## config.mk

```make
export PLATFORM = sky130hd
export DESIGN_NAME = hsv_core_branch_unit
export DESIGN_NICKNAME = d
export VERILOG_FILES = /design/src/hdl/hsv_core_pkg.sv /design/src/hdl/hsv_core_decode_pkg.sv /design/src/hdl/hsv_core_branch_exec.sv /design/src/hdl/hsv_core_branch_unit.sv /design/src/hdl/hsv_core_decode.sv /design/src/hdl/hsv_core_decode_branch.sv /design/src/hdl/hsv_core_decode_common.sv
export VERILOG_INCLUDE_DIRS = /design/src /design/src/hdl
export SDC_FILE = /design/constraint.sdc
export NUM_CORES = 1
export LEC_CHECK = 0
export ABC_AREA = 1
export BUFFER_PORTS_ARGS = -buffer_cell sky130_fd_sc_hd__buf_2
export CAP_MARGIN = 20
export CORE_MARGIN = 8
export CORE_UTILIZATION = 61
export DETAILED_ROUTE_END_ITERATION = 10
export GPL_TIMING_DRIVEN = 0
export PLACE_DENSITY = 0.82
export SLEW_MARGIN = 30
export SYNTH_ARGS = -nofsm -noshare
export SYNTH_HDL_FRONTEND = slang
export SYNTH_HIERARCHICAL = 1
export SYNTH_SLANG_ARGS = --single-unit
```

## constraint.sdc

```tcl
create_clock -name clk_core -period 4.3 [get_ports clk_core]
set_input_delay 0.645 -clock clk_core [delete_from_list [all_inputs] [get_ports clk_core]]
set_output_delay 0.645 -clock clk_core [all_outputs]
set_load 0.01 [all_outputs]
```

## src/hdl/hsv_core_defs.svh

```systemverilog
`ifndef HSV_CORE_DEFS_SVH
`define HSV_CORE_DEFS_SVH

// data and address width
`define HSV_XLEN 32

// instruction length in bytes, also the sequential pc step
`define HSV_ILEN 4

// pc value seen after reset
`define HSV_RESET_PC 32'h0000_0000

`endif

```

## src/hdl/hsv_core_pkg.sv

```systemverilog
`include "hsv_core_defs.svh"

package hsv_core_pkg;

    typedef logic [`HSV_XLEN-1:0] word;

    // opcode bits 6:2, the low two bits are always 2'b11 for 32-bit encodings
    typedef enum logic [4:0] {
        RV_MAJOR_LOAD     = 5'b00000,
        RV_MAJOR_MISC_MEM = 5'b00011,
        RV_MAJOR_OP_IMM   = 5'b00100,
        RV_MAJOR_AUIPC    = 5'b00101,
        RV_MAJOR_STORE    = 5'b01000,
        RV_MAJOR_OP       = 5'b01100,
        RV_MAJOR_LUI      = 5'b01101,
        RV_MAJOR_BRANCH   = 5'b11000,
        RV_MAJOR_JALR     = 5'b11001,
        RV_MAJOR_JAL      = 5'b11011,
        RV_MAJOR_SYSTEM   = 5'b11100
    } rv_major_op_t;

    typedef logic [2:0] rv_funct3_t;

    localparam rv_funct3_t RvFunct3Null       = 3'b000;
    localparam rv_funct3_t RvFunct3Any        = 3'b???;
    localparam rv_funct3_t RvFunct3BranchBeq  = 3'b000;
    localparam rv_funct3_t RvFunct3BranchBne  = 3'b001;
    localparam rv_funct3_t RvFunct3BranchBlt  = 3'b100;
    localparam rv_funct3_t RvFunct3BranchBge  = 3'b101;
    localparam rv_funct3_t RvFunct3BranchBltu = 3'b110;
    localparam rv_funct3_t RvFunct3BranchBgeu = 3'b111;

    typedef struct packed {
        logic [11:0] imm;
        logic [4:0]  rs1;
        rv_funct3_t  funct3;
        logic [4:0]  rd;
        logic [6:0]  opcode;
    } rv_i_view_t;

    // branch offset is scattered, bit 0 is implied zero
    typedef struct packed {
        logic        imm_12;
        logic [5:0]  imm_10_5;
        logic [4:0]  rs2;
        logic [4:0]  rs1;
        rv_funct3_t  funct3;
        logic [3:0]  imm_4_1;
        logic        imm_11;
        logic [6:0]  opcode;
    } rv_b_view_t;

    typedef struct packed {
        logic        imm_20;
        logic [9:0]  imm_10_1;
        logic        imm_11;
        logic [7:0]  imm_19_12;
        logic [4:0]  rd;
        logic [6:0]  opcode;
    } rv_j_view_t;

    typedef union packed {
        rv_i_view_t i_view;
        rv_b_view_t b_view;
        rv_j_view_t j_view;
    } rv_insn_t;

    function automatic rv_major_op_t rv_major_op(word insn);
        rv_insn_t fields;
        fields = insn;
        return rv_major_op_t'(fields.i_view.opcode[6:2]);
    endfunction

    // funct3 sits at the same place in every format that has it
    function automatic rv_funct3_t rv_funct3_op(word insn);
        rv_insn_t fields;
        fields = insn;
        return fields.i_view.funct3;
    endfunction

endpackage

```

## src/hdl/hsv_core_decode_pkg.sv

```systemverilog
package hsv_core_decode_pkg;

    // fields shared by all formats once decoded
    typedef struct packed {
        hsv_core_pkg::word pc;
        hsv_core_pkg::word pc_increment;
        hsv_core_pkg::word immediate;
        logic [4:0]        rs1;
        logic [4:0]        rs2;
        logic [4:0]        rd;
    } common_data_t;

    // one entry per instruction format
    typedef struct packed {
        common_data_t i_type;
        common_data_t j_type;
        common_data_t b_type;
    } decode_common_t;

    typedef enum logic {
        BRANCH_COND_EQUAL,
        BRANCH_COND_LESS_THAN
    } branch_cond_t;

    typedef struct packed {
        hsv_core_pkg::word predicted;
        branch_cond_t      cond;
        logic              negate;
        logic              cond_signed;
        logic              relative;
        logic              link;
        logic              unconditional;
    } branch_data_t;

    // decode stage register contents
    typedef struct packed {
        logic              valid;
        logic              illegal;
        common_data_t      common;
        branch_data_t      branch;
        hsv_core_pkg::word rs1_value;
        hsv_core_pkg::word rs2_value;
    } decode_out_t;

    // resolved branch, redirect and link only meaningful with valid
    typedef struct packed {
        logic              valid;
        logic              illegal;
        logic              redirect;
        hsv_core_pkg::word target;
        logic              link;
        logic [4:0]        rd;
        hsv_core_pkg::word link_value;
    } branch_result_t;

endpackage

```

## src/hdl/hsv_core_branch_exec.sv

```systemverilog
`timescale 1ns/1ps

`include "hsv_core_defs.svh"

module hsv_core_branch_exec (
    input  logic                                clk_core,
    input  logic                                rst_i,
    input  hsv_core_decode_pkg::decode_out_t    decode_i,
    output hsv_core_decode_pkg::branch_result_t result_o
);

    logic              equal;
    logic              less;
    logic              cond_true;
    logic              taken;
    logic              active;
    hsv_core_pkg::word base;
    hsv_core_pkg::word taken_target;
    hsv_core_pkg::word next_pc;

    always_comb begin
        equal = decode_i.rs1_value == decode_i.rs2_value;
        if (decode_i.branch.cond_signed) begin
            less = $signed(decode_i.rs1_value) < $signed(decode_i.rs2_value);
        end else begin
            less = decode_i.rs1_value < decode_i.rs2_value;
        end

        if (decode_i.branch.cond == hsv_core_decode_pkg::BRANCH_COND_EQUAL) begin
            cond_true = equal;
        end else begin
            cond_true = less;
        end
        taken = decode_i.branch.unconditional | (cond_true ^ decode_i.branch.negate);

        // jalr adds to rs1 and drops bit 0
        base         = decode_i.branch.relative ? decode_i.common.pc : decode_i.rs1_value;
        taken_target = base + decode_i.common.immediate;
        if (!decode_i.branch.relative) begin
            taken_target[0] = 1'b0;
        end

        next_pc = taken ? taken_target : decode_i.common.pc_increment;
    end

    assign active = decode_i.valid & ~decode_i.illegal;

    always_ff @(posedge clk_core) begin
        if (rst_i) begin
            result_o.valid    <= 1'b0;
            result_o.redirect <= 1'b0;
            result_o.link     <= 1'b0;
            result_o.target   <= `HSV_RESET_PC;
        end else begin
            result_o.valid    <= decode_i.valid;
            result_o.redirect <= active & (next_pc != decode_i.branch.predicted);
            result_o.link     <= active & decode_i.branch.link;
            result_o.target   <= next_pc;
        end
        result_o.illegal    <= decode_i.illegal;
        result_o.rd         <= decode_i.common.rd;
        result_o.link_value <= decode_i.common.pc_increment;
    end

endmodule

```

## src/hdl/hsv_core_branch_unit.sv

```systemverilog
`timescale 1ns/1ps

module hsv_core_branch_unit (
    input  logic                                clk_core,
    input  logic                                rst_i,
    input  logic                                valid_i,
    input  hsv_core_pkg::word                   insn_i,
    input  hsv_core_pkg::word                   pc_i,
    input  hsv_core_pkg::word                   rs1_value_i,
    input  hsv_core_pkg::word                   rs2_value_i,
    output hsv_core_decode_pkg::branch_result_t result_o
);

    // between decode and execute
    hsv_core_decode_pkg::decode_out_t decode;

    hsv_core_decode u_decode (
        .clk_core    (clk_core),
        .rst_i       (rst_i),
        .valid_i     (valid_i),
        .insn_i      (insn_i),
        .pc_i        (pc_i),
        .rs1_value_i (rs1_value_i),
        .rs2_value_i (rs2_value_i),
        .decode_o    (decode)
    );

    hsv_core_branch_exec u_exec (
        .clk_core (clk_core),
        .rst_i    (rst_i),
        .decode_i (decode),
        .result_o (result_o)
    );

endmodule

```

## src/hdl/hsv_core_decode.sv

```systemverilog
`timescale 1ns/1ps

module hsv_core_decode (
    input  logic                             clk_core,
    input  logic                             rst_i,
    input  logic                             valid_i,
    input  hsv_core_pkg::word                insn_i,
    input  hsv_core_pkg::word                pc_i,
    input  hsv_core_pkg::word                rs1_value_i,
    input  hsv_core_pkg::word                rs2_value_i,
    output hsv_core_decode_pkg::decode_out_t decode_o
);

    hsv_core_decode_pkg::decode_common_t common_all;
    hsv_core_decode_pkg::common_data_t   common_sel;
    hsv_core_decode_pkg::branch_data_t   branch_data;
    logic                                illegal;

    // fields for every format, picked below by opcode
    hsv_core_decode_common u_common (
        .insn_i   (insn_i),
        .pc_i     (pc_i),
        .common_o (common_all)
    );

    hsv_core_decode_branch u_branch (
        .insn_i        (insn_i),
        .common_i      (common_all),
        .branch_data_o (branch_data),
        .common_o      (common_sel),
        .illegal_o     (illegal)
    );

    always_ff @(posedge clk_core) begin
        if (rst_i) begin
            decode_o.valid <= 1'b0;
        end else begin
            decode_o.valid <= valid_i;
        end

        // payload only moves with a valid instruction
        if (valid_i) begin
            decode_o.illegal   <= illegal;
            decode_o.common    <= common_sel;
            decode_o.branch    <= branch_data;
            decode_o.rs1_value <= rs1_value_i;
            decode_o.rs2_value <= rs2_value_i;
        end
    end

endmodule

```

## src/hdl/hsv_core_decode_branch.sv

```systemverilog
`timescale 1ns/1ps

module hsv_core_decode_branch (
    input  hsv_core_pkg::word                   insn_i,
    input  hsv_core_decode_pkg::decode_common_t common_i,
    output hsv_core_decode_pkg::branch_data_t   branch_data_o,
    output hsv_core_decode_pkg::common_data_t   common_o,
    output logic                                illegal_o
);

    always_comb begin
        illegal_o = 1'b0;
        common_o  = 'x;

        branch_data_o          = '0;
        branch_data_o.relative = 1'b1;

        unique casez ({hsv_core_pkg::rv_major_op(insn_i), hsv_core_pkg::rv_funct3_op(insn_i)})
            // jal, funct3 is part of the offset
            {hsv_core_pkg::RV_MAJOR_JAL, hsv_core_pkg::RvFunct3Any}: begin
                common_o                    = common_i.j_type;
                branch_data_o.link          = 1'b1;
                branch_data_o.unconditional = 1'b1;
            end

            // jalr, base is rs1
            {hsv_core_pkg::RV_MAJOR_JALR, hsv_core_pkg::RvFunct3Null}: begin
                common_o                    = common_i.i_type;
                branch_data_o.link          = 1'b1;
                branch_data_o.relative      = 1'b0;
                branch_data_o.unconditional = 1'b1;
            end

            // beq
            {hsv_core_pkg::RV_MAJOR_BRANCH, hsv_core_pkg::RvFunct3BranchBeq}: begin
                common_o           = common_i.b_type;
                branch_data_o.cond = hsv_core_decode_pkg::BRANCH_COND_EQUAL;
            end

            // bne
            {hsv_core_pkg::RV_MAJOR_BRANCH, hsv_core_pkg::RvFunct3BranchBne}: begin
                common_o             = common_i.b_type;
                branch_data_o.cond   = hsv_core_decode_pkg::BRANCH_COND_EQUAL;
                branch_data_o.negate = 1'b1;
            end

            // blt
            {hsv_core_pkg::RV_MAJOR_BRANCH, hsv_core_pkg::RvFunct3BranchBlt}: begin
                common_o                  = common_i.b_type;
                branch_data_o.cond        = hsv_core_decode_pkg::BRANCH_COND_LESS_THAN;
                branch_data_o.cond_signed = 1'b1;
            end

            // bge is not blt
            {hsv_core_pkg::RV_MAJOR_BRANCH, hsv_core_pkg::RvFunct3BranchBge}: begin
                common_o                  = common_i.b_type;
                branch_data_o.cond        = hsv_core_decode_pkg::BRANCH_COND_LESS_THAN;
                branch_data_o.negate      = 1'b1;
                branch_data_o.cond_signed = 1'b1;
            end

            // bltu
            {hsv_core_pkg::RV_MAJOR_BRANCH, hsv_core_pkg::RvFunct3BranchBltu}: begin
                common_o           = common_i.b_type;
                branch_data_o.cond = hsv_core_decode_pkg::BRANCH_COND_LESS_THAN;
            end

            // bgeu is not bltu
            {hsv_core_pkg::RV_MAJOR_BRANCH, hsv_core_pkg::RvFunct3BranchBgeu}: begin
                common_o             = common_i.b_type;
                branch_data_o.cond   = hsv_core_decode_pkg::BRANCH_COND_LESS_THAN;
                branch_data_o.negate = 1'b1;
            end

            default: illegal_o = 1'b1;
        endcase

        // static not-taken prediction, jumps included
        branch_data_o.predicted = common_o.pc_increment;

        // signedness means nothing for an equality test
        unique case (branch_data_o.cond)
            hsv_core_decode_pkg::BRANCH_COND_EQUAL: branch_data_o.cond_signed = 'x;
            default: ;
        endcase

        // jumps ignore the comparator entirely
        if (branch_data_o.unconditional) begin
            branch_data_o.cond        = hsv_core_decode_pkg::branch_cond_t'('x);
            branch_data_o.negate      = 'x;
            branch_data_o.cond_signed = 'x;
        end

        if (illegal_o) begin
            common_o      = 'x;
            branch_data_o = 'x;
        end
    end

endmodule

```

## src/hdl/hsv_core_decode_common.sv

```systemverilog
`timescale 1ns/1ps

`include "hsv_core_defs.svh"

module hsv_core_decode_common (
    input  hsv_core_pkg::word                   insn_i,
    input  hsv_core_pkg::word                   pc_i,
    output hsv_core_decode_pkg::decode_common_t common_o
);

    hsv_core_pkg::rv_insn_t insn;
    hsv_core_pkg::word      pc_next;

    assign insn    = insn_i;
    assign pc_next = pc_i + `HSV_XLEN'(`HSV_ILEN);

    always_comb begin
        // i-type, used by jalr
        common_o.i_type.pc           = pc_i;
        common_o.i_type.pc_increment = pc_next;
        common_o.i_type.immediate    = {{20{insn.i_view.imm[11]}}, insn.i_view.imm};
        common_o.i_type.rs1          = insn.i_view.rs1;
        common_o.i_type.rs2          = '0;
        common_o.i_type.rd           = insn.i_view.rd;

        // j-type, offset in multiples of two
        common_o.j_type.pc           = pc_i;
        common_o.j_type.pc_increment = pc_next;
        common_o.j_type.immediate    = {{11{insn.j_view.imm_20}}, insn.j_view.imm_20,
                                        insn.j_view.imm_19_12, insn.j_view.imm_11,
                                        insn.j_view.imm_10_1, 1'b0};
        common_o.j_type.rs1          = '0;
        common_o.j_type.rs2          = '0;
        common_o.j_type.rd           = insn.j_view.rd;

        // b-type, no destination register
        common_o.b_type.pc           = pc_i;
        common_o.b_type.pc_increment = pc_next;
        common_o.b_type.immediate    = {{19{insn.b_view.imm_12}}, insn.b_view.imm_12,
                                        insn.b_view.imm_11, insn.b_view.imm_10_5,
                                        insn.b_view.imm_4_1, 1'b0};
        common_o.b_type.rs1          = insn.b_view.rs1;
        common_o.b_type.rs2          = insn.b_view.rs2;
        common_o.b_type.rd           = '0;
    end

endmodule

```

# After elaboration in Yosys (flattened, before gate mapping)
# Index checks and enable logic that the tools add are counted.
# Widths: inputs -> output; s select.
[classes]
order_cmp = 2
bitwise_logic = 6
n_eq_ne = 10
add_sub_neg = 2
reduce_logical = 6
n_mux = 16
[op_table]
columns = ["operator", "n"]
rows = [
  ["$pmux 111 s3", 1],
  ["$mux 111", 1],
  ["$lt 32x32->1", 2],
  ["$mux 32", 2],
  ["$eq 8x8->1 const B", 7],
  ["$mux 38", 1],
  ["$add 32x3->32 const B", 1],
  ["$add 32x32->32", 1],
  ["$eq 32x32->1", 1],
  ["$ne 32x32->1", 1],
  ["$mux 1", 9],
  ["$reduce_or 8->1", 1],
  ["$reduce_or 6->1", 1],
  ["$eq 5x5->1 const B", 1],
  ["$reduce_or 2->1", 2],
  ["$reduce_or 4->1", 1],
  ["$and 1x1->1", 3],
  ["$mux 3", 1],
  ["$reduce_or 3->1", 1],
  ["$mux 2", 1],
  ["$not 1->1", 1],
  ["$or 1x1->1", 1],
  ["$xor 1x1->1", 1],
]
[word_totals]
elab_cells = 64
reg_bits = 278

# Longest topological paths before layout
# Gate-level depths: netlist (run 1).
[logic_depth]
word_depth = 8
mapped_depth = 28

# Hierarchy
# The synthesis (run 1) kept the hierarchy.
[modules_own_cells]
columns = ["mod", "cells_per_inst", "instances", "area_per_inst_um2"]
rows = [
  ["hsv_core_decode", 217, 1, 6456.2],
  ["hsv_core_branch_exec", 910, 1, 6024.5],
  ["hsv_core_decode_branch", 796, 1, 3726.1],
  ["hsv_core_decode_common", 479, 1, 3173.0],
]

# Worst setup path after synthesis (run 1)
# Ideal clock, no wire load.
[synth_timing]
path_kind = "reg2reg"
from = "register u_decode/decode_o[66] (netlist bit)"
to = "register u_exec/result_o[70] (netlist name)"
path_buffers = 2
path_slack_ns = 0.995
required_time_ns = 4.188
setup_time_ns = 0.112
t_arrival_ns = 3.193
path_stages_with_launch = 22
synth_period_minus_slack_ns = 3.305
path_cell_list = "edfxtp_1 clkbuf_1 clkbuf_1 mux2_2 ha_1 a21o_1 a21boi_0 o21bai_1 a21o_1 nand2_1 nand2_1 or2_2 nand2_1 nand2_1 nand3_1 nand2_1 nor2_1 nand2_1 nor2_1 nand2_1 nor2_1 nor2_1"
[synth_between]
elab_chain_len = 6
[synth_rtl]
columns = ["item", "line_no", "rtl"]
rows = [
  ["start: declaration", "hsv_core_decode.sv:11", "output hsv_core_decode_pkg::decode_out_t decode_o"],
  ["$mux 32", "hsv_core_branch_exec.sv:37", "base = decode_i.branch.relative ? decode_i.common.pc : decode_i.rs1_value;"],
  ["$add 32x32->32", "hsv_core_branch_exec.sv:38", "taken_target = base + decode_i.common.immediate;"],
  ["$mux 1", "hsv_core_branch_exec.sv:39", "if (!decode_i.branch.relative) begin"],
  ["$mux 32 *", "hsv_core_branch_exec.sv:43", "next_pc = taken ? taken_target : decode_i.common.pc_increment;"],
  ["$ne 32x32->1 *", "hsv_core_branch_exec.sv:56", "result_o.redirect <= active & (next_pc != decode_i.branch.predicted);"],
  ["$and 1x1->1 *", "hsv_core_branch_exec.sv:56", ""],
]
# Mark *: on every way between the ends. The rest lies on a longest branch, timed or not.
# A chain may end at the register's enable or synchronous reset.

# Final worst setup path (run 1)
[layout_timing]
from = "register u_decode/decode_o[66] (netlist bit)"
to = "register u_exec/result_o[70] (netlist name)"
[layout_between]
elab_chain_len = 6
[layout_rtl]
columns = ["item", "line_no"]
rows = [
  ["$mux 32", "hsv_core_branch_exec.sv:37"],
  ["$add 32x32->32", "hsv_core_branch_exec.sv:38"],
  ["$mux 1", "hsv_core_branch_exec.sv:39"],
  ["$mux 32 *", "hsv_core_branch_exec.sv:43"],
  ["$ne 32x32->1 *", "hsv_core_branch_exec.sv:56"],
  ["$and 1x1->1 *", "hsv_core_branch_exec.sv:56"],
]
# Marked as above.

==> impl_metrics.json, run 1 <==
{
  "drtIter0Drc": 1501,
  "coreArea_sq_um": 30270,
  "hold_class": "input pin to register",
  "powerDensity_nw_per_um2": 366.7,
  "dr.pass1.iters": 8,
  "placed_cell_area_sq_um": 20060,
  "dp_hpwl_um": 44100,
  "ant_nets": 0,
  "yosys_warnings": 6,
  "design_area_sq_um": 21000,
  "fin_crit_ns": 3.966,
  "postCtsSetupBuffers": 0,
  "clockBufferDepth": 3,
  "setup_viol": 0,
  "p_switching_mw": 2.373,
  "fin_crit_sh_pct": 92.23,
  "insertion_delay_ns": 0.56,
  "diodes": 0,
  "track_usage_pct": 29.62,
  "status": "complete, no violations",
  "die_w_um": 190.6,
  "p_leak_nw": 10.52,
  "layout_common_cells": "nand2_1, nand3_1, buf_4",
  "tns_ns": 0,
  "crit_arrival_ns": 4.41,
  "root_buffer": "clkbuf_16",
  "grt-ovfl-total": 0,
  "die_area_sq_um": 36310,
  "via_per_inst": 5.402,
  "cts.hold.buffers_added": 0,
  "fin_cells": 2933,
  "worst_pin_slew_ns": 0.7747,
  "area_growth_pct": 12.96,
  "rows": 64,
  "drc": 0,
  "gp_congestion": 0.9437,
  "hold_viol_final": 0,
  "grt_max_degree": 95,
  "switching_share_pct": 30.81,
  "portBuffers": 177,
  "rsz0062_at_grt": "false",
  "post-route-util_pct": 69.36,
  "synthCells": 2301,
  "ir_worst_vdd_uv": 306.4,
  "finClkSkew_ns": 0.01224,
  "finalMaxSlewViolations": 0,
  "syn_area_per_cell_sq_um": 8.078,
  "clk_pin_slew_ns": 0.06,
  "holdWs_ns": 0.2594,
  "io_pins": 204,
  "cts_num_sinks": 278,
  "maxCapViolCount": 0,
  "worstPathRequired_ns": 4.75,
  "routed_wl_um": 55780,
  "critPathKind": "register to register",
  "dp_cells": 2882,
  "end_kind": "register",
  "seq_power_share_pct": 42.9,
  "crit_fanout": 10,
  "final_common_cell": "nand2_1",
  "final_nets": 2711,
  "cts_resized": 1,
  "initial_utilization_pct": 61.40,
  "die_h_um": 190.6,
  "htreeDepth": 1,
  "syn_area_sq_um": 18590,
  "p_clk_share_pct": 31.6,
  "antenna_found_initial": 2,
  "fmax_mhz": 252.1,
  "slew_headroom_pct": 48.01,
  "cts_buffers": 28,
  "fillers": 2479,
  "internal_power_mw": 5.327,
  "cts_tree": "done",
  "p_comb_share_pct": 25.6,
  "drive_gt1_share_pct": 26.29,
  "vias": 15840,
  "setup.worst_path.start_class": "register",
  "grt_pass1_vias": 14980,
  "seqCellArea_sq_um": 7607,
  "grt_first_pass_wirelength_um": 83300,
  "drt-wirelength-per-cell_um": 19.02,
  "multi_input_area_sq_um": 7152
}
metrics by stage:
stage               power (mW)  worst slack, ns
floorplan                4.553           0.9950
global placement         5.218         -0.04513
detailed placement       5.273          -0.1353
CTS                      7.688          0.02336
global route             8.014          0.03818
finish                   7.699           0.3340
worst paths after layout:
kind / from / to / slack [ns] / cells past startpoint
max: u_decode/decode_o[66] / u_exec/result_o[70] / 0.33 / 19
min: rs2_value_i[4] / u_decode/decode_o[4] / 0.26 / 1
max reg2reg: u_decode/decode_o[66] / u_exec/result_o[70] / 0.33 / 19
min reg2reg: u_decode/decode_o[102] / u_exec/result_o[32] / 0.35 / 0
sequential cells by signal (all words and copies together), names as in the netlist:
name / flops
u_exec/result_o: 73
u_decode/decode_o: 205
power groups by stage:
stage          registers (mW)  logic (mW)  clock network, mW
5_1_grt                  3.32        2.14               2.56
3_3_place_gp             3.35        1.86                  0
4_1_cts                  3.30        1.94               2.45
2_1_floorplan            3.33        1.23                  0
3_5_place_dp             3.35        1.92                  0
6_report                 3.30        1.97               2.43
worst max-delay path, cell delays in order (launching register included):
cell and delay [ns]:
edfxtp_1 0.51, buf_2 0.33, mux2_2 0.37, ha_1 0.38, nand2_1 0.19, nor4_2 0.40
nand3_1 0.17, nand3_1 0.25, nand2_1 0.08, nand3_1 0.09, xor2_1 0.26, nand2_1 0.13
nand3b_1 0.10, nand2_1 0.05, nor2_1 0.09, nand2_1 0.08, nor2_1 0.09, nand2_1 0.06
nor2_1 0.15, nor2_1 0.06
layout make-up:
type,instances,share of cell area (%)
buffer,400,13.63
clock buffer,39,3.725
clock inverter,13,0.7211
inverter,265,4.738
multi-input combinational,1363,34.06
sequential,278,36.23
tap,396,2.360
timing repair buffer,179,4.529
per-layer routing:
metal | share of wire [%] | up-vias | track usage (%)
met5 | 0.048 | - | 0
li1 | - | 7619 | -
met4 | 3.8 | 4 | 10.86
met2 | 48 | 765 | 50.07
met1 | 39 | 7349 | 37.91
met3 | 9.3 | 106 | 4.682
(Power assumes the default switching activity.)
==> run 2, diff against run 1 <==
--- a/config.mk
+++ b/config.mk
@@ -10,12 +10,10 @@
 export BUFFER_PORTS_ARGS = -buffer_cell sky130_fd_sc_hd__buf_2
 export CAP_MARGIN = 20
 export CORE_MARGIN = 8
-export CORE_UTILIZATION = 61
+export CORE_UTILIZATION = 46
 export DETAILED_ROUTE_END_ITERATION = 10
 export GPL_TIMING_DRIVEN = 0
-export PLACE_DENSITY = 0.82
-export SLEW_MARGIN = 30
+export PLACE_DENSITY = 0.68
 export SYNTH_ARGS = -nofsm -noshare
 export SYNTH_HDL_FRONTEND = slang
-export SYNTH_HIERARCHICAL = 1
 export SYNTH_SLANG_ARGS = --single-unit
==> impl_metrics.json, run 2 <==
{
  "status": "complete, no violations",
  "portBuffers": 200,
  "hold_class": "input pin to register",
  "fillers": 2249,
  "clockBufferDepth": 3,
  "holdWs_ns": 0.2862,
  "reg2reg_depth": 24,
  "top_register": "u_decode.decode_o",
  "coreArea_sq_um": 24820,
  "cp-startpoint": "u_decode.decode_o[66]",
  "post-route-util_pct": 55.69,
  "slowest_delay_ns": 0.42,
  "insertion_delay_ns": 0.53,
  "setup_viol": 0,
  "synth_common_cells": "nand2_1, edfxtp_1, inv_1",
  "reg_top3": "u_decode.decode_o x159, u_exec.result_o x73",
  "area_growth_pct": 20.43,
  "dp_hpwl_um": 23780,
  "synthFlopType": "edfxtp_1",
  "yosys_warnings": 0,
  "powerDensity_nw_per_um2": 450.8,
  "post-synth-top-area-cell": "edfxtp_1",
  "dr.pass1.iters": 6,
  "setup.worst_path.start_class": "register",
  "end_kind": "register",
  "fin_cells": 1797,
  "grt_first_pass_wirelength_um": 47350,
  "maxCapViolCount": 0,
  "worst_pin_slew_ns": 0.6429,
  "async_reset_ff_share_pct": 0,
  "die_h_um": 174.0,
  "cp_top_family": "simple AND/OR/NAND/NOR gates",
  "crit_top_cell": "nand2_1",
  "synthesis.nets": 1413,
  "r2r_slack_ns": 0.30,
  "cp.depth": 24,
  "antenna_found_initial": 4,
  "design_area_sq_um": 13820,
  "die_w_um": 174.0,
  "finClkSkew_ns": 0.01537,
  "initial_utilization_pct": 46.24,
  "drc": 0,
  "cts_num_sinks": 232,
  "crit_arrival_ns": 4.43,
  "grt_max_degree": 94,
  "slew_headroom_pct": 57.14,
  "vias": 8855,
  "crit_chain": "buf_4 > clkbuf_1 > nand2_1 > o21ai_0 > ha_1 > fa_1 > nand3_1 > nand2_1 > nand3_1 > nand2_1 > a21oi_2 > inv_1 > nand3_1 > nand4_1 > xor2_1 > inv_1 > nand3_1 > nand2_1 > nor2_1 > nand2_1 > nor2_1 > nand2_1 > nor2_1 > nor2_1",
  "drt-wirelength-per-cell_um": 16.58,
  "synth_top_area_share_pct": 41.34,
  "track_usage_pct": 19.44,
  "setup.worst_path.end": "u_exec.result_o[70]",
  "syn_area_sq_um": 11480,
  "routed_wl_um": 29790,
  "hold_viol_final": 0,
  "p_leak_nw": 6.519,
  "largest_register_ffs": 159,
  "crit_fanout": 10,
  "htreeDepth": 1,
  "root_buffer": "clkbuf_16",
  "fin_crit_ns": 4.004,
  "dp_cells": 1748,
  "clk_pin_slew_ns": 0.07,
  "synth_area_leaders": "edfxtp_1, dfxtp_1, nand2_1",
  "r2r_end": "u_exec.result_o[70]",
  "rows": 58,
  "placed_cell_area_sq_um": 12920,
  "drtIter0Drc": 612,
  "die_area_sq_um": 30260,
  "synth_cell_types": 46,
  "gp_congestion": 0.8412,
  "grt_pass1_vias": 9068,
  "layout_common_cells": "nand2_1, buf_2, edfxtp_1",
  "ant_nets": 0,
  "slowest_stage": "edfxtp_1",
  "cts_buffers": 25,
  "crit_buf_inv": 4,
  "final_nets": 1642,
  "worstPathRequired_ns": 4.73,
  "fin_crit_sh_pct": 93.11,
  "critPathKind": "register to register",
  "grt-ovfl-total": 0,
  "syn_area_per_cell_sq_um": 9.430,
  "ys_seq_elements": 232,
  "yosysMostFrequentCell": "nand2_1",
  "finalMaxSlewViolations": 0,
  "reg2reg_from": "u_decode.decode_o[66]",
  "synth_edf_count": 158,
  "ir_worst_vdd_uv": 329.5,
  "cts_tree": "done",
  "fmax_mhz": 249.8,
  "yosysSeqAreaShare_pct": 54.25,
  "rsz0062_at_grt": "false",
  "io_pins": 204,
  "synthCells": 1217,
  "via_per_inst": 4.928,
  "final_common_cell": "nand2_1",
  "drive_gt1_share_pct": 19.80
}
## run 2: cells by family after synthesis
family                     after synthesis  synth area share (%)
xor gates and xnor gates                49                 3.740
muxes                                    4                0.3925
DFF                                    232                 54.25
adders and majority gates               65                 7.152
buffers and inverters                  172                 6.095
AOI/OAI and AO/OA                      126                 6.727
and+or+nand+nor                        569                 21.64
## run 2: worst register-to-register path: cells and delay by family, from the launching register on
| kind | cells | cell delay, ns |
|---|---|---|
| adder cells (fa/ha/maj) | 2 | 0.65 |
| buffers and inverters | 4 | 0.67 |
| flip-flops | 1 | 0.42 |
| XOR/XNOR | 1 | 0.29 |
| AO/OA/AOI/OAI | 2 | 0.37 |
| AND/OR/NAND/NOR | 15 | 1.49 |
## run 2: stage by stage
stage / power (mW) / setup WS, ns / TNS [ns]
2_1_floorplan: 3.579 / 1.262 / 0
3_3_place_gp: 4.033 / -0.006549 / -0.006549
3_5_place_dp: 4.058 / -0.09732 / -0.09732
4_1_cts: 6.277 / 0.06493 / 0
5_1_grt: 6.575 / 0.01016 / 0
6_report: 6.230 / 0.2963 / 0
## run 2: layer usage
metal	share of wire, %	track usage (%)	wire length (um)
met3	6.6	4.274	1970
met5	0.11	0	34
met1	46	26.59	13810
met2	45	30.58	13330
met4	2.2	5.629	646
## run 2: final cells by class
class / count / area, sq um / area share, %
Inverter: 145 / 544.3 / 3.938
Timing Repair Buffer: 203 / 1050 / 7.596
Sequential cell: 232 / 6226 / 45.05
Buffer: 26 / 151.4 / 1.095
Clock inverter: 12 / 81.33 / 0.5884
Antenna cell: 2 / 5.005 / 0.03621
Tap cell: 330 / 412.9 / 2.987
Clock buffer: 34 / 795.8 / 5.758
Multi-Input combinational cell: 813 / 4554 / 32.95
## run 2: worst min-delay path by stage
stage / from / to / slack, ns / depth (start not counted)
global placement: u_decode.decode_o[103] / u_exec.result_o[33] / 0.32 / 0
CTS: rs1_value_i[1] / u_decode.decode_o[33] / 0.27 / 1
detailed placement: u_decode.decode_o[104] / u_exec.result_o[34] / 0.34 / 0
finish: rs1_value_i[1] / u_decode.decode_o[33] / 0.29 / 1
global route: rs2_value_i[13] / u_decode.decode_o[13] / 0.27 / 1
floorplan: u_decode.decode_o[102] / u_exec.result_o[32] / 0.32 / 0
## run 2: report_power, final
group | total (mW) | internal [mW] | switching (mW)
combinational | 1.32 | 0.487 | 0.829
sequential | 2.70 | 2.61 | 0.0919
clock | 2.21 | 1.31 | 0.903
total | 6.23 | 4.41 | 1.82
## run 2: what timing repair did
item / in CTS / in global routing
hold buffers: 0 / 0
setup buffers: 0 / 2
setup endpoints to repair: 1 / 1
pin swaps: 0 / 0
resized for setup: 0 / 1
==> run 3, diff against run 2 <==
--- a/config.mk
+++ b/config.mk
@@ -13,7 +13,7 @@
 export CORE_UTILIZATION = 46
 export DETAILED_ROUTE_END_ITERATION = 10
 export GPL_TIMING_DRIVEN = 0
-export PLACE_DENSITY = 0.68
 export SYNTH_ARGS = -nofsm -noshare
 export SYNTH_HDL_FRONTEND = slang
+export SYNTH_HIERARCHICAL = 1
 export SYNTH_SLANG_ARGS = --single-unit
==> impl_metrics.json, run 3 (synthesis gave the netlist of run 1 again) <==
{
  "status": "complete, no violations",
  "clk_pin_slew_ns": 0.06,
  "reg2reg_from": "u_decode/decode_o[66]",
  "drive_gt1_share_pct": 26.46,
  "crit_chain": "clkbuf_4 > mux2_2 > ha_1 > inv_1 > o21ai_0 > o21bai_1 > a21oi_1 > nand3_1 > nand2_1 > nand3_1 > xor2_1 > nand2_1 > nand2_1 > nand2_1 > nand2_1 > nor2_1 > nand2_1 > nor2_1 > nand2_1 > nor2_1 > nor2_1",
  "r2r_end": "u_exec/result_o[70]",
  "largest_register_ffs": 205,
  "slew_headroom_pct": 46.90,
  "fmax_mhz": 253.8,
  "insertion_delay_ns": 0.58,
  "clockBufferDepth": 3,
  "cts_tree": "done",
  "setup.worst_path.start_class": "register",
  "die_area_sq_um": 47090,
  "multi_input_area_sq_um": 7152,
  "finalMaxSlewViolations": 0,
  "cp-startpoint": "u_decode/decode_o[66]",
  "setup_viol": 0,
  "final_common_cell": "nand2_1",
  "ir_worst_vdd_uv": 262.2,
  "cts_buffers": 31,
  "end_kind": "register",
  "grt_first_pass_wirelength_um": 87670,
  "r2r_slack_ns": 0.36,
  "p_leak_nw": 10.60,
  "fin_crit_sh_pct": 91.65,
  "hold_class": "input pin to register",
  "track_usage_pct": 24.23,
  "p_clk_share_pct": 33.7,
  "grt-ovfl-total": 0,
  "crit_top_cell": "nand2_1",
  "via_per_inst": 4.940,
  "portBuffers": 177,
  "post-route-util_pct": 53.39,
  "hold_viol_final": 0,
  "top_register": "u_decode/decode_o",
  "layout_common_cells": "nand2_1, nand3_1, buf_4",
  "crit_fanout": 10,
  "die_w_um": 217.0,
  "grt_max_degree": 109,
  "final_nets": 2714,
  "reg2reg_depth": 21,
  "setup_ws_ns": 0.3592,
  "p_comb_share_pct": 24.7,
  "rsz0062_at_grt": "false",
  "drtIter0Drc": 1177,
  "gp_congestion": 0.8883,
  "htreeDepth": 1,
  "pre_cts_slack_ns": -0.08308,
  "initial_utilization_pct": 46.67,
  "grt_pass1_vias": 14840,
  "worst_pin_slew_ns": 0.7966,
  "switching_share_pct": 30.61,
  "die_h_um": 217.0,
  "maxCapViolCount": 0,
  "fin_crit_ns": 3.941,
  "ant_nets": 0,
  "worstPathRequired_ns": 4.77,
  "finClkSkew_ns": 0.01223,
  "coreArea_sq_um": 39820,
  "p_switching_mw": 2.429,
  "cts_num_sinks": 278,
  "fillers": 3856,
  "drt-wirelength-per-cell_um": 18.99,
  "rows": 73,
  "seq_power_share_pct": 41.7,
  "crit_arrival_ns": 4.41,
  "dp_hpwl_um": 46770,
  "vias": 15160,
  "dr.pass1.iters": 7,
  "internal_power_mw": 5.506,
  "reg_top3": "u_decode/decode_o x205, u_exec/result_o x73",
  "setup.worst_path.end": "u_exec/result_o[70]",
  "slowest_stage": "edfxtp_1",
  "seqCellArea_sq_um": 7607,
  "drc": 0,
  "area_growth_pct": 14.40,
  "root_buffer": "clkbuf_16",
  "antenna_found_initial": 3,
  "slowest_delay_ns": 0.50,
  "critPathKind": "register to register",
  "routed_wl_um": 58290,
  "io_pins": 204,
  "powerDensity_nw_per_um2": 373.2
}
run 3: changes by cell type in the layout (fill, tap and decap cells not counted), sizes merged, moves of 31 or more:
cell	before	now
buf	216	557
edfxtp	158	204
inv	149	269
nand2	305	547
nand3	74	357
nand4	14	45
run 3: routing by layer:
layer  wire, um  share of wire (%)  global-route usage [%]
met5         13              0.022                       0
met2      27170                 47                   40.37
met3       3387                5.8                   3.592
met1      25820                 44                   32.04
met4       1897                3.3                   7.913
run 3: how the worst min path moves through the flow:
| stage | cells after the start | slack (ns) | from | end |
|---|---|---|---|---|
| after detailed placement | 0 | 0.33 | u_decode/decode_o[105] | u_exec/result_o[35] |
| after CTS | 1 | 0.21 | rs1_value_i[21] | u_decode/decode_o[53] |
| after global placement | 0 | 0.33 | u_decode/decode_o[105] | u_exec/result_o[35] |
| final | 1 | 0.24 | rs1_value_i[21] | u_decode/decode_o[53] |
| after global routing | 1 | 0.22 | rs1_value_i[4] | u_decode/decode_o[36] |
| after floorplan | 0 | 0.32 | u_decode/decode_o[102] | u_exec/result_o[32] |
run 3: timing repair:
action                     in CTS  in global routing
hold buffers                    0                  0
resized for setup               1                  7
pin swaps                       0                  0
setup endpoints to repair       1                  1
setup buffers                   0                  0
run 3: final cells by class:
cell class / count / share of cell area, %
flip-flops and latches: 278 / 35.78
multi-input cells: 1363 / 33.64
plain buffers: 400 / 13.47
inverters: 265 / 4.678
clock buffers: 46 / 4.402
repair buffers: 179 / 4.378
well taps: 525 / 3.089
clock inverters: 12 / 0.5590
diodes: 1 / 0.01177
run 3: metrics by stage:
step                total power [mW]  instances  TNS (ns)  instance area (sq um)  hold slack (ns)
global placement               5.294       3009    -34.45                  20150           0.3294
CTS                            7.998       3069         0                  21250           0.2128
finish                         7.935       3069         0                  21260           0.2436
floorplan                      4.553       2307         0                  18610           0.3233
global route                   8.322       3068         0                  21260           0.2182
detailed placement             5.316       3011  -0.08308                  20200           0.3269
run 3: worst max-delay path: cells and delay by family (launching register included):
family	cells	cell delay, ns
simple gates	13	1.47
compound gates	3	0.60
flops	1	0.50
buf+inv	2	0.42
mux	1	0.36
fa+ha+maj	1	0.32
xor+xnor	1	0.17
run 3: power by group through the flow:
| stage | clock [mW] | sequential [mW] | combinational (mW) |
|---|---|---|---|
| floorplan | 0 | 3.33 | 1.23 |
| global placement | 0 | 3.37 | 1.92 |
| detailed placement | 0 | 3.36 | 1.95 |
| CTS | 2.73 | 3.31 | 1.96 |
| global route | 2.83 | 3.33 | 2.16 |
| finish | 2.67 | 3.31 | 1.96 |
